--- src/etx_config.svh ---
`ifndef ETX_CONFIG_SVH
`define ETX_CONFIG_SVH

//########################################
// packet field widths
//########################################

`define ETX_CTRL_W 8   // control field
`define ETX_ADDR_W 32  // address field
`define ETX_DATA_W 32  // data field
`define ETX_LANE_W 8   // one byte per lane beat

//########################################
// reset sequencer pacing
//########################################

`define ETX_RCW 4      // heartbeat every 16 cycles in sim

`endif

--- src/etx_ctrl_pkg.sv ---
package etx_ctrl_pkg;

   // reset sequencer states
   typedef enum logic [2:0] {
      RST_ALL      = 3'd0,  // everything held
      START_PLL    = 3'd1,  // pll running, wait for lock
      STOP_PLL     = 3'd2,
      DEASSERT_RST = 3'd3,  // remote chip out of reset
      HOLD         = 3'd4,  // wait for relock
      ACTIVE       = 3'd5
   } etx_rst_state_t;

   // sticky drop flags, one per peer port
   typedef struct packed {
      logic wr_overflow;
      logic rr_overflow;
   } etx_status_t;

endpackage

--- src/etx_pkt_pkg.sv ---
`include "etx_config.svh"

package etx_pkt_pkg;

   // packet fields
   typedef logic [`ETX_CTRL_W-1:0] etx_ctrl_t;
   typedef logic [`ETX_ADDR_W-1:0] etx_addr_t;
   typedef logic [`ETX_DATA_W-1:0] etx_data_t;

   // one byte on the transmit lane
   typedef logic [`ETX_LANE_W-1:0] etx_lane_t;

   // ctrl sits at the top and goes out first
   typedef struct packed {
      etx_ctrl_t ctrl;
      etx_addr_t addr;
      etx_data_t data;
   } etx_pkt_t;

   // lane beats per packet
   localparam int ETX_BEATS =
      (`ETX_CTRL_W + `ETX_ADDR_W + `ETX_DATA_W) / `ETX_LANE_W;

endpackage

--- src/etx_arbiter.sv ---
module etx_arbiter
   (
   input  logic                      sys_clk,
   input  logic                      sys_nreset,
   input  logic                      etx_nreset,
   input  logic                      tx_active,
   input  logic                      wr_strobe,
   input  etx_pkt_pkg::etx_pkt_t     wr_pkt,
   input  logic                      rr_strobe,
   input  etx_pkt_pkg::etx_pkt_t     rr_pkt,
   input  logic                      ser_idle,
   output logic                      load,
   output etx_pkt_pkg::etx_pkt_t     load_pkt,
   output etx_ctrl_pkg::etx_status_t status
   );

   etx_pkt_pkg::etx_pkt_t wr_slot;
   etx_pkt_pkg::etx_pkt_t rr_slot;
   logic                  wr_full;
   logic                  rr_full;
   logic                  wr_take;
   logic                  rr_take;
   logic                  grant_wr;
   logic                  last_wr;   // write port won the last grant

   // strobes only count while the link is up
   assign wr_take = tx_active & wr_strobe & ~wr_full;
   assign rr_take = tx_active & rr_strobe & ~rr_full;

   //########################################
   // round-robin grant
   //########################################

   assign grant_wr = wr_full & (~rr_full | ~last_wr);
   assign load     = ser_idle & (wr_full | rr_full);
   assign load_pkt = grant_wr ? wr_slot : rr_slot;

   always_ff @(posedge sys_clk or negedge sys_nreset)
   begin
      if (!sys_nreset)
      begin
         wr_full <= 1'b0;
         rr_full <= 1'b0;
         last_wr <= 1'b0;        // write wins the first tie
         status  <= '0;
      end
      else if (!etx_nreset)
      begin
         wr_full <= 1'b0;
         rr_full <= 1'b0;
         last_wr <= 1'b0;
         status  <= '0;
      end
      else
      begin
         if (wr_take)                wr_full <= 1'b1;
         else if (load && grant_wr)  wr_full <= 1'b0;
         if (rr_take)                rr_full <= 1'b1;
         else if (load && !grant_wr) rr_full <= 1'b0;
         if (load) last_wr <= grant_wr;
         // strobe on a full slot is dropped and flagged until core reset
         if (tx_active && wr_strobe && wr_full) status.wr_overflow <= 1'b1;
         if (tx_active && rr_strobe && rr_full) status.rr_overflow <= 1'b1;
      end
   end

   // one pending packet per port
   always_ff @(posedge sys_clk)
   begin
      if (wr_take) wr_slot <= wr_pkt;
      if (rr_take) rr_slot <= rr_pkt;
   end

endmodule

--- src/etx_reset_seq.sv ---
`include "etx_config.svh"

module etx_reset_seq
  #(
   parameter int RCW = `ETX_RCW   // heartbeat counter width
   )
   (
   input  logic sys_clk,
   input  logic sys_nreset,
   input  logic soft_reset,    // level, from software
   input  logic pll_locked,    // async to sys_clk
   output logic pll_reset,
   output logic chip_nreset,
   output logic tx_active,
   output logic etx_nreset     // core reset, synced
   );

   logic [RCW-1:0]              hb_cnt;
   logic                        heartbeat;
   logic                        lock_meta;
   logic                        lock_sync;
   logic [1:0]                  core_sync;
   etx_ctrl_pkg::etx_rst_state_t state;

   //########################################
   // heartbeat and lock sync
   //########################################

   always_ff @(posedge sys_clk or negedge sys_nreset)
   begin
      if (!sys_nreset)
      begin
         hb_cnt    <= '0;
         heartbeat <= 1'b0;
         lock_meta <= 1'b0;
         lock_sync <= 1'b0;
      end
      else
      begin
         hb_cnt    <= hb_cnt + 1'b1;
         heartbeat <= ~(|hb_cnt);   // one pulse per wrap
         lock_meta <= pll_locked;
         lock_sync <= lock_meta;
      end
   end

   //########################################
   // reset sequence FSM
   //########################################

   always_ff @(posedge sys_clk or negedge sys_nreset)
   begin
      if (!sys_nreset)
         state <= etx_ctrl_pkg::RST_ALL;
      else if (heartbeat)
      begin
         case (state)
            etx_ctrl_pkg::RST_ALL:
               if (!soft_reset) state <= etx_ctrl_pkg::START_PLL;
            etx_ctrl_pkg::START_PLL:
               if (lock_sync) state <= etx_ctrl_pkg::STOP_PLL;
            etx_ctrl_pkg::STOP_PLL:
               state <= etx_ctrl_pkg::DEASSERT_RST;
            etx_ctrl_pkg::DEASSERT_RST:
               state <= etx_ctrl_pkg::HOLD;
            etx_ctrl_pkg::HOLD:
               if (lock_sync) state <= etx_ctrl_pkg::ACTIVE;
            etx_ctrl_pkg::ACTIVE:
               if (soft_reset) state <= etx_ctrl_pkg::RST_ALL;
            default:
               state <= etx_ctrl_pkg::RST_ALL;
         endcase
      end
   end

   // reset outputs decoded from state
   always_comb
   begin
      pll_reset   = 1'b1;
      chip_nreset = 1'b0;
      tx_active   = 1'b0;
      case (state)
         etx_ctrl_pkg::START_PLL:    pll_reset = 1'b0;
         etx_ctrl_pkg::DEASSERT_RST: chip_nreset = 1'b1;
         etx_ctrl_pkg::HOLD:
         begin
            pll_reset   = 1'b0;
            chip_nreset = 1'b1;
         end
         etx_ctrl_pkg::ACTIVE:
         begin
            pll_reset   = 1'b0;
            chip_nreset = 1'b1;
            tx_active   = 1'b1;
         end
         default: ;                   // RST_ALL, STOP_PLL hold defaults
      endcase
   end

   // core reset asserts at once and releases two cycles late
   always_ff @(posedge sys_clk or negedge tx_active)
   begin
      if (!tx_active)
         core_sync <= 2'b00;
      else
         core_sync <= {core_sync[0], 1'b1};
   end

   assign etx_nreset = core_sync[1];

endmodule

--- src/etx_serializer.sv ---
module etx_serializer
   (
   input  logic                      sys_clk,
   input  logic                      sys_nreset,
   input  logic                      etx_nreset,
   input  logic                      load,
   input  etx_pkt_pkg::etx_pkt_t     load_pkt,
   output logic                      ser_idle,
   output logic                      tx_frame,
   output etx_pkt_pkg::etx_lane_t    tx_data
   );

   localparam int PKT_W  = $bits(etx_pkt_pkg::etx_pkt_t);
   localparam int LANE_W = $bits(etx_pkt_pkg::etx_lane_t);
   localparam int CNT_W  = $clog2(etx_pkt_pkg::ETX_BEATS + 1);

   logic [PKT_W-1:0] shift_q;   // top byte is on the lane
   logic [CNT_W-1:0] beats_left;

   //########################################
   // frame control
   //########################################

   always_ff @(posedge sys_clk or negedge sys_nreset)
   begin
      if (!sys_nreset)
      begin
         tx_frame   <= 1'b0;
         beats_left <= '0;
      end
      else if (!etx_nreset)
      begin
         tx_frame   <= 1'b0;
         beats_left <= '0;
      end
      else if (load)
      begin
         tx_frame   <= 1'b1;
         beats_left <= CNT_W'(etx_pkt_pkg::ETX_BEATS);
      end
      else if (tx_frame)
      begin
         beats_left <= beats_left - 1'b1;
         tx_frame   <= (beats_left != CNT_W'(1));   // last beat on the lane
      end
   end

   //########################################
   // byte shifter
   //########################################

   always_ff @(posedge sys_clk)
   begin
      if (load)
         shift_q <= load_pkt;
      else if (tx_frame)
         shift_q <= shift_q << LANE_W;   // next byte moves up
   end

   assign tx_data  = shift_q[PKT_W-1 -: LANE_W];
   assign ser_idle = ~tx_frame;   // gap cycle between frames

endmodule

--- src/etx_top.sv ---
`include "etx_config.svh"

module etx_top
   (
   input  logic                      sys_clk,
   input  logic                      sys_nreset,
   input  logic                      soft_reset,
   input  logic                      pll_locked,
   output logic                      pll_reset,
   output logic                      chip_nreset,
   output logic                      tx_active,
   input  logic                      wr_strobe,
   input  etx_pkt_pkg::etx_pkt_t     wr_pkt,
   input  logic                      rr_strobe,
   input  etx_pkt_pkg::etx_pkt_t     rr_pkt,
   output logic                      tx_frame,
   output etx_pkt_pkg::etx_lane_t    tx_data,
   output etx_ctrl_pkg::etx_status_t status
   );

   logic                  etx_nreset;
   logic                  ser_idle;
   logic                  load;
   etx_pkt_pkg::etx_pkt_t load_pkt;

   etx_reset_seq #(.RCW(`ETX_RCW)) reset_seq_i (
      .sys_clk     (sys_clk),
      .sys_nreset  (sys_nreset),
      .soft_reset  (soft_reset),
      .pll_locked  (pll_locked),
      .pll_reset   (pll_reset),
      .chip_nreset (chip_nreset),
      .tx_active   (tx_active),
      .etx_nreset  (etx_nreset));

   // two peers, one lane
   etx_arbiter arbiter_i (
      .sys_clk     (sys_clk),
      .sys_nreset  (sys_nreset),
      .etx_nreset  (etx_nreset),
      .tx_active   (tx_active),
      .wr_strobe   (wr_strobe),
      .wr_pkt      (wr_pkt),
      .rr_strobe   (rr_strobe),
      .rr_pkt      (rr_pkt),
      .ser_idle    (ser_idle),
      .load        (load),
      .load_pkt    (load_pkt),
      .status      (status));

   etx_serializer serializer_i (
      .sys_clk     (sys_clk),
      .sys_nreset  (sys_nreset),
      .etx_nreset  (etx_nreset),
      .load        (load),
      .load_pkt    (load_pkt),
      .ser_idle    (ser_idle),
      .tx_frame    (tx_frame),
      .tx_data     (tx_data));

endmodule

--- config.mk ---
export PLATFORM = sky130hd
export DESIGN_NAME = etx_top
export DESIGN_NICKNAME = d
export VERILOG_FILES = /design/src/etx_ctrl_pkg.sv /design/src/etx_pkt_pkg.sv /design/src/etx_arbiter.sv /design/src/etx_reset_seq.sv /design/src/etx_serializer.sv /design/src/etx_top.sv
export VERILOG_INCLUDE_DIRS = /design/src
export SDC_FILE = /design/constraint.sdc
export NUM_CORES = 1
export LEC_CHECK = 0
export ABC_AREA = 1
export BUFFER_PORTS_ARGS = -buffer_cell sky130_fd_sc_hd__buf_4
export CAP_MARGIN = 20
export CORE_UTILIZATION = 55
export CTS_CLUSTER_DIAMETER = 60
export DETAILED_ROUTE_END_ITERATION = 8
export PLACE_DENSITY = 0.79
export SLEW_MARGIN = 20
export SYNTH_ARGS = -nofsm -noshare
export SYNTH_HDL_FRONTEND = slang
export SYNTH_SLANG_ARGS = --single-unit
--- constraint.sdc ---
create_clock -name sys_clk -period 1.4 [get_ports sys_clk]
set_input_delay 0.28 -clock sys_clk [delete_from_list [all_inputs] [get_ports sys_clk]]
set_output_delay 0.28 -clock sys_clk [all_outputs]
set_load 0.01 [all_outputs]
==> key figures, run 1 <==
Outcome
  • Status: stopped before the end
  • Exit stage: 5_1_grt
  • Error: [ERROR DPL-0038] Utilization greater than 100%, impossible to legalize

STA
  • Worst EP Category: top-level output
  • Crit. endpoint post-GRT repair: chip_nreset

Floorplanning
  • Initial Utilization: 56.0%
  • Die W: around 130 um
  • Num ports: 164
  • Rows: 46
  • Die Height: 129 um

Clock network
  • Clock root cell: clkbuf_16
  • Clock sink total: 238
  • H-tree Lvls: 1
  • Total CTS buffers: 25
  • Clk buf depth: 3

Synthesis
  • Synthesized cell area: 8870 um^2
  • Synth warn: 0
  • Post-Synthesis Cells: around 630
  • FF+latch count, synth: about 240
  • Sequential share of the synthesized area: 79.4%
  • Syn_nets: 780
  • Count of cell types in the netlist: 26
  • Avg Cell Area, Syn: roughly 14 um^2

Place
  • Port bufs: around 160
  • Post-place setup slack: -0.431 ns
  • Gp weighted congestion: slightly above 0.8
  • Detailed Place HPWL: about 12000 um

Global routing
  • Largest net degree at the start of global routing: 38
cells by family after synthesis:
kind of cell | after synthesis | synth area share, %
and+or+nand+nor | 305 | 14.4
AOI/OAI and AO/OA | 24 | 1.89
xor gates and xnor gates | 3 | 0.296
buffers and inverters | 51 | 3.47
adders and majority gates | 4 | 0.565
DFF | 238 | 79.4
other | 1 | 0.0423
metrics by stage:
| step | cell area, um^2 | TNS [ns] | instances |
|---|---|---|---|
| global placement | 10500 | -42.02 | 1002 |
| floorplan | 8930 | -118.05 | 626 |
| CTS | 14900 | -45.19 | 1274 |
| detailed placement | 10500 | -47.81 | 1002 |
Yosys cell counts (all sizes together):
library cell	count	area [um^2]
o21ai	7	46.3
nor2	13	72.6
ha	4	50.1
nand2	215	810
xnor2	1	8.76
inv	21	78.8
nand3	73	365
clkbuf	1	5.00
buf	29	224
conb	1	3.75
dfrtp	22	551
a22o	8	70.1
edfxtp	216	6490
a21oi	6	30.0
xor2	2	17.5
o32ai	1	8.76
nand4	3	18.8
a31oi	2	12.5
nor3b	1	7.51
repair_timing:
item	CTS
resized for setup	222
pin swaps	62
endpoints found under the setup margin	224
cloned	28
setup buffers	53
endpoints found under the hold margin	165
hold buffers	146
==> run 2, diff against run 1 <==
--- a/config.mk
+++ b/config.mk
@@ -9,10 +9,9 @@
 export ABC_AREA = 1
 export BUFFER_PORTS_ARGS = -buffer_cell sky130_fd_sc_hd__buf_4
 export CAP_MARGIN = 20
-export CORE_UTILIZATION = 55
-export CTS_CLUSTER_DIAMETER = 60
+export CORE_UTILIZATION = 40
 export DETAILED_ROUTE_END_ITERATION = 8
-export PLACE_DENSITY = 0.79
+export PLACE_DENSITY_LB_ADDON = 0.15
 export SLEW_MARGIN = 20
 export SYNTH_ARGS = -nofsm -noshare
 export SYNTH_HDL_FRONTEND = slang
==> run 2 against run 1 <==
Net effect: the flow now finishes, with violations (negative setup slack); synthesized cell count unchanged; synthesized area unchanged.
==> key figures, run 2 <==
Finish
  • Fillers: approximately 1200
  • Finished Cell Area: 16500 um^2
  • Final nets: 1225
  • Antenna cells: 0
  • Share of layout cells above drive strength 1: 55.0%
  • Biggest regs: arbiter_i.rr_slot x72, arbiter_i.wr_slot x72, serializer_i.shift_q x72
  • Synth-to-layout area growth: 86.3%
  • Commonest non-fill, non-tap cells in the layout: 216 x edfxtp_1, 178 x buf_4, 146 x dlygate4sd3_1
  • Most common cell after layout, fill and taps aside: edfxtp_1
  • Final non-filler cell total: 1371
  • Register area: between 7000 and 8000 um^2
  • Multi-input gate area: 3020 um^2

Global routing
  • First-pass GRT wire length: 44200 um
  • Vias in the first global route: approximately 7500
  • Largest net degree at the start of global routing: 32
  • Total track usage: 27.2%
  • Total gr overflow: 0
  • Initial antenna violation count: 0

Floorplanning
  • DIE AREA: 22800 um^2
  • Die Height: 151 um (+17%)
  • Num ports: 164 (unchanged)
  • Core area: 21800 um^2
  • Rows: 54 (+17%)
  • Die W: 151 um (+17%)
  • Initial Utilization: 40.8% (-15 points)

Flow run
  • Max-Cap Viols: 0

Place
  • Placed inst area: 10500 um^2 (about the same)
  • Post-place setup slack: -0.490 ns (-0.0588 ns)
  • Detailed Place HPWL: 11500 um (-3.8%)
  • Port bufs: 163 (unchanged)
  • DP Cell Count: 1060 (+5.8%)
  • Gp weighted congestion: 0.778 (-5.9%)

Synthesis
  • Avg Cell Area, Syn: 14.2 um^2 (unchanged)
  • Sequential share of the synthesized area: 79.4% (unchanged)
  • Post-synthesis mux area share: 0% (unchanged)
  • Synth area leaders: edfxtp_1 73%, nand2_1 9.1%, dfrtp_1 6.2%
  • Synth Area in XOR/XNOR: 0.296% (unchanged)
  • Post-synth EDFFs: 216 (unchanged)
  • Post-Synthesis Cells: 626 (unchanged)
  • Largest family of logic cells by synthesized area: simple AND/OR/NAND/NOR gates
  • Post-synthesis adder-cell area fraction: 0.564% (unchanged)
  • Synth cell count leaders: 216 x edfxtp_1, 214 x nand2_1, 73 x nand3_1
  • Syn_nets: 780 (unchanged)
  • Complex-gate fraction of the synthesized area: 1.89% (unchanged)
  • Count of cell types in the netlist: 26 (unchanged)
  • Largest area contributor in the netlist: edfxtp_1
  • Main synth FF type: edfxtp_1
  • Synth Area in Simple Gates: 14.4% (unchanged)
  • Synth warn: 0 (unchanged)
  • Fraction of registers with async set/reset: 9.24% (unchanged)
  • Synthesized cell area: 8870 um^2 (unchanged)
  • Most frequent cell after synthesis: edfxtp_1
  • Area share of the largest cell type after synthesis: 73.2% (unchanged)
  • FF+latch count, synth: 238 (unchanged)

STA
  • Final setup violation count: ~300
  • Clock skew: 0.0137 ns
  • Final Hold Fails: 0
  • Setup ws final: -0.450 ns
  • RSZ-0062 raised after global routing: yes
  • Slew Limit Fails: 0
  • Setup_tns: -53.69 ns
  • Period minus WS final: 1.85 ns
  • Max Fclk: between 500 and 600 MHz
  • Final Cycle Share: 132%

Clock network
  • Clock Latency Late Sink: around 0.54 ns
  • Clock root cell: clkbuf_16
  • Clock-pin slew on the worst setup and hold paths: 0.06 ns
  • Clk buf depth: 3 (unchanged)
  • CTS tree: done
  • Total CTS buffers: 26 (+4.0%)
  • H-tree Lvls: 1 (unchanged)
  • Clock sink total: 238 (unchanged)

Power and ir drop
  • Lkg Pwr: 0.00716 uW
  • Pwr/cell area: 1020 nW/um^2
  • Worst vdd ir: 0.945 mV
  • Power, Total: 16900 uW

Route
  • Vias per cell: 5.11
  • # DRC: 0
  • Wire per inst: 23.1 um
  • Vias: 7005
  • Antenna Nets Post-Route: 0
  • Detailed Routing Iterations Pass 1: 5
  • Total Wirelength: roughly 32000 um
  • Initial drt markers: 511

Critical path
  • Crit path kind: flip-flop to primary output
  • CP Capture Type: primary output
  • Crit path max fanout: 3
  • Crit path DAT: 1.57 ns
  • Startpoint types: flip-flop
  • CP required: ~1.1 ns

Min path
  • Worst Hold Class: primary input to flip-flop

Outcome
  • Status: complete, but fails checks
  • Failing checks: negative setup slack
-- run 2: metal layers --
layer	GRT usage, %	vias to the layer above	wire [um]	part of all wire, %
met1	32.7	3491	11900	38
met4	9.45	0	1220	3.9
met5	0	-	0	0
met3	5.21	77	2020	6.4
met2	48.6	317	16500	52
li1	-	3120	-	-
-- run 2: cell type report --
class / instances / area share [%]
flip-flops and latches: 238 / 42.6
multi-input cells: 342 / 18.3
repair buffers: 442 / 31.1
clock inverters: 17 / 1.00
clock buffers: 31 / 4.18
well taps: 280 / 2.12
inverters: 21 / 0.621
-- run 2: power breakdown --
group          leakage (uW)  internal (uW)  switching [uW]
logic               0.00451           1130             837
registers           0.00224           7940            94.1
clock network      0.000417           4070            2850
total               0.00716          13100            3790
-- run 2: final timing paths --
check	from	cells after the start	slack (ns)	endpoint
min in group asynchronous	sys_nreset	2	0.18	arbiter_i.rr_full
worst max-delay path	reset_seq_i.state[0]	7	-0.45	chip_nreset
worst max register to register	reset_seq_i.state[0]	9	-0.35	arbiter_i.rr_slot[17]
max in group asynchronous	reset_seq_i.state[0]	6	0.64	reset_seq_i.core_sync[0]
worst min-delay path	wr_strobe	3	0.04	arbiter_i.wr_full
worst min register to register	reset_seq_i.core_sync[0]	0	0.36	reset_seq_i.core_sync[1]
-- run 2: metrics by stage --
stage | hold WS (ns) | utilization [%]
after global routing | 0.0314 | 75.9
after detailed placement | 0.178 | 48.5
final | 0.0419 | 75.9
after global placement | 0.170 | 48.5
after CTS | 0.0448 | 73.4
after floorplan | -0.0156 | -
-- run 2: repair_timing --
item | CTS | global route
gates cloned | 50 | 10
endpoints found under the setup margin | 254 | 302
pin swaps | 78 | 66
resized for setup | 316 | 196
setup buffers | 65 | 16
endpoints found under the hold margin | 165 | 0
hold buffers | 146 | 0
-- run 2: critical path: stages (launching register included) --
cell and delay, ns:
dfrtp_1 0.41, buf_6 0.13, nand3_4 0.10, inv_6 0.04, buf_6 0.12, nor2_4 0.10
inv_2 0.04, buf_6 0.11
-- run 2: cells by family (layout without fill, tap and decap cells) --
family,Yosys count,count (layout)
compound gates,24,24
xor+xnor,3,3
fa+ha+maj,4,4
buf+inv,51,511
flops,238,238
other cells,1,1
simple gates,305,310
Power figures use the tool's default switching activity.
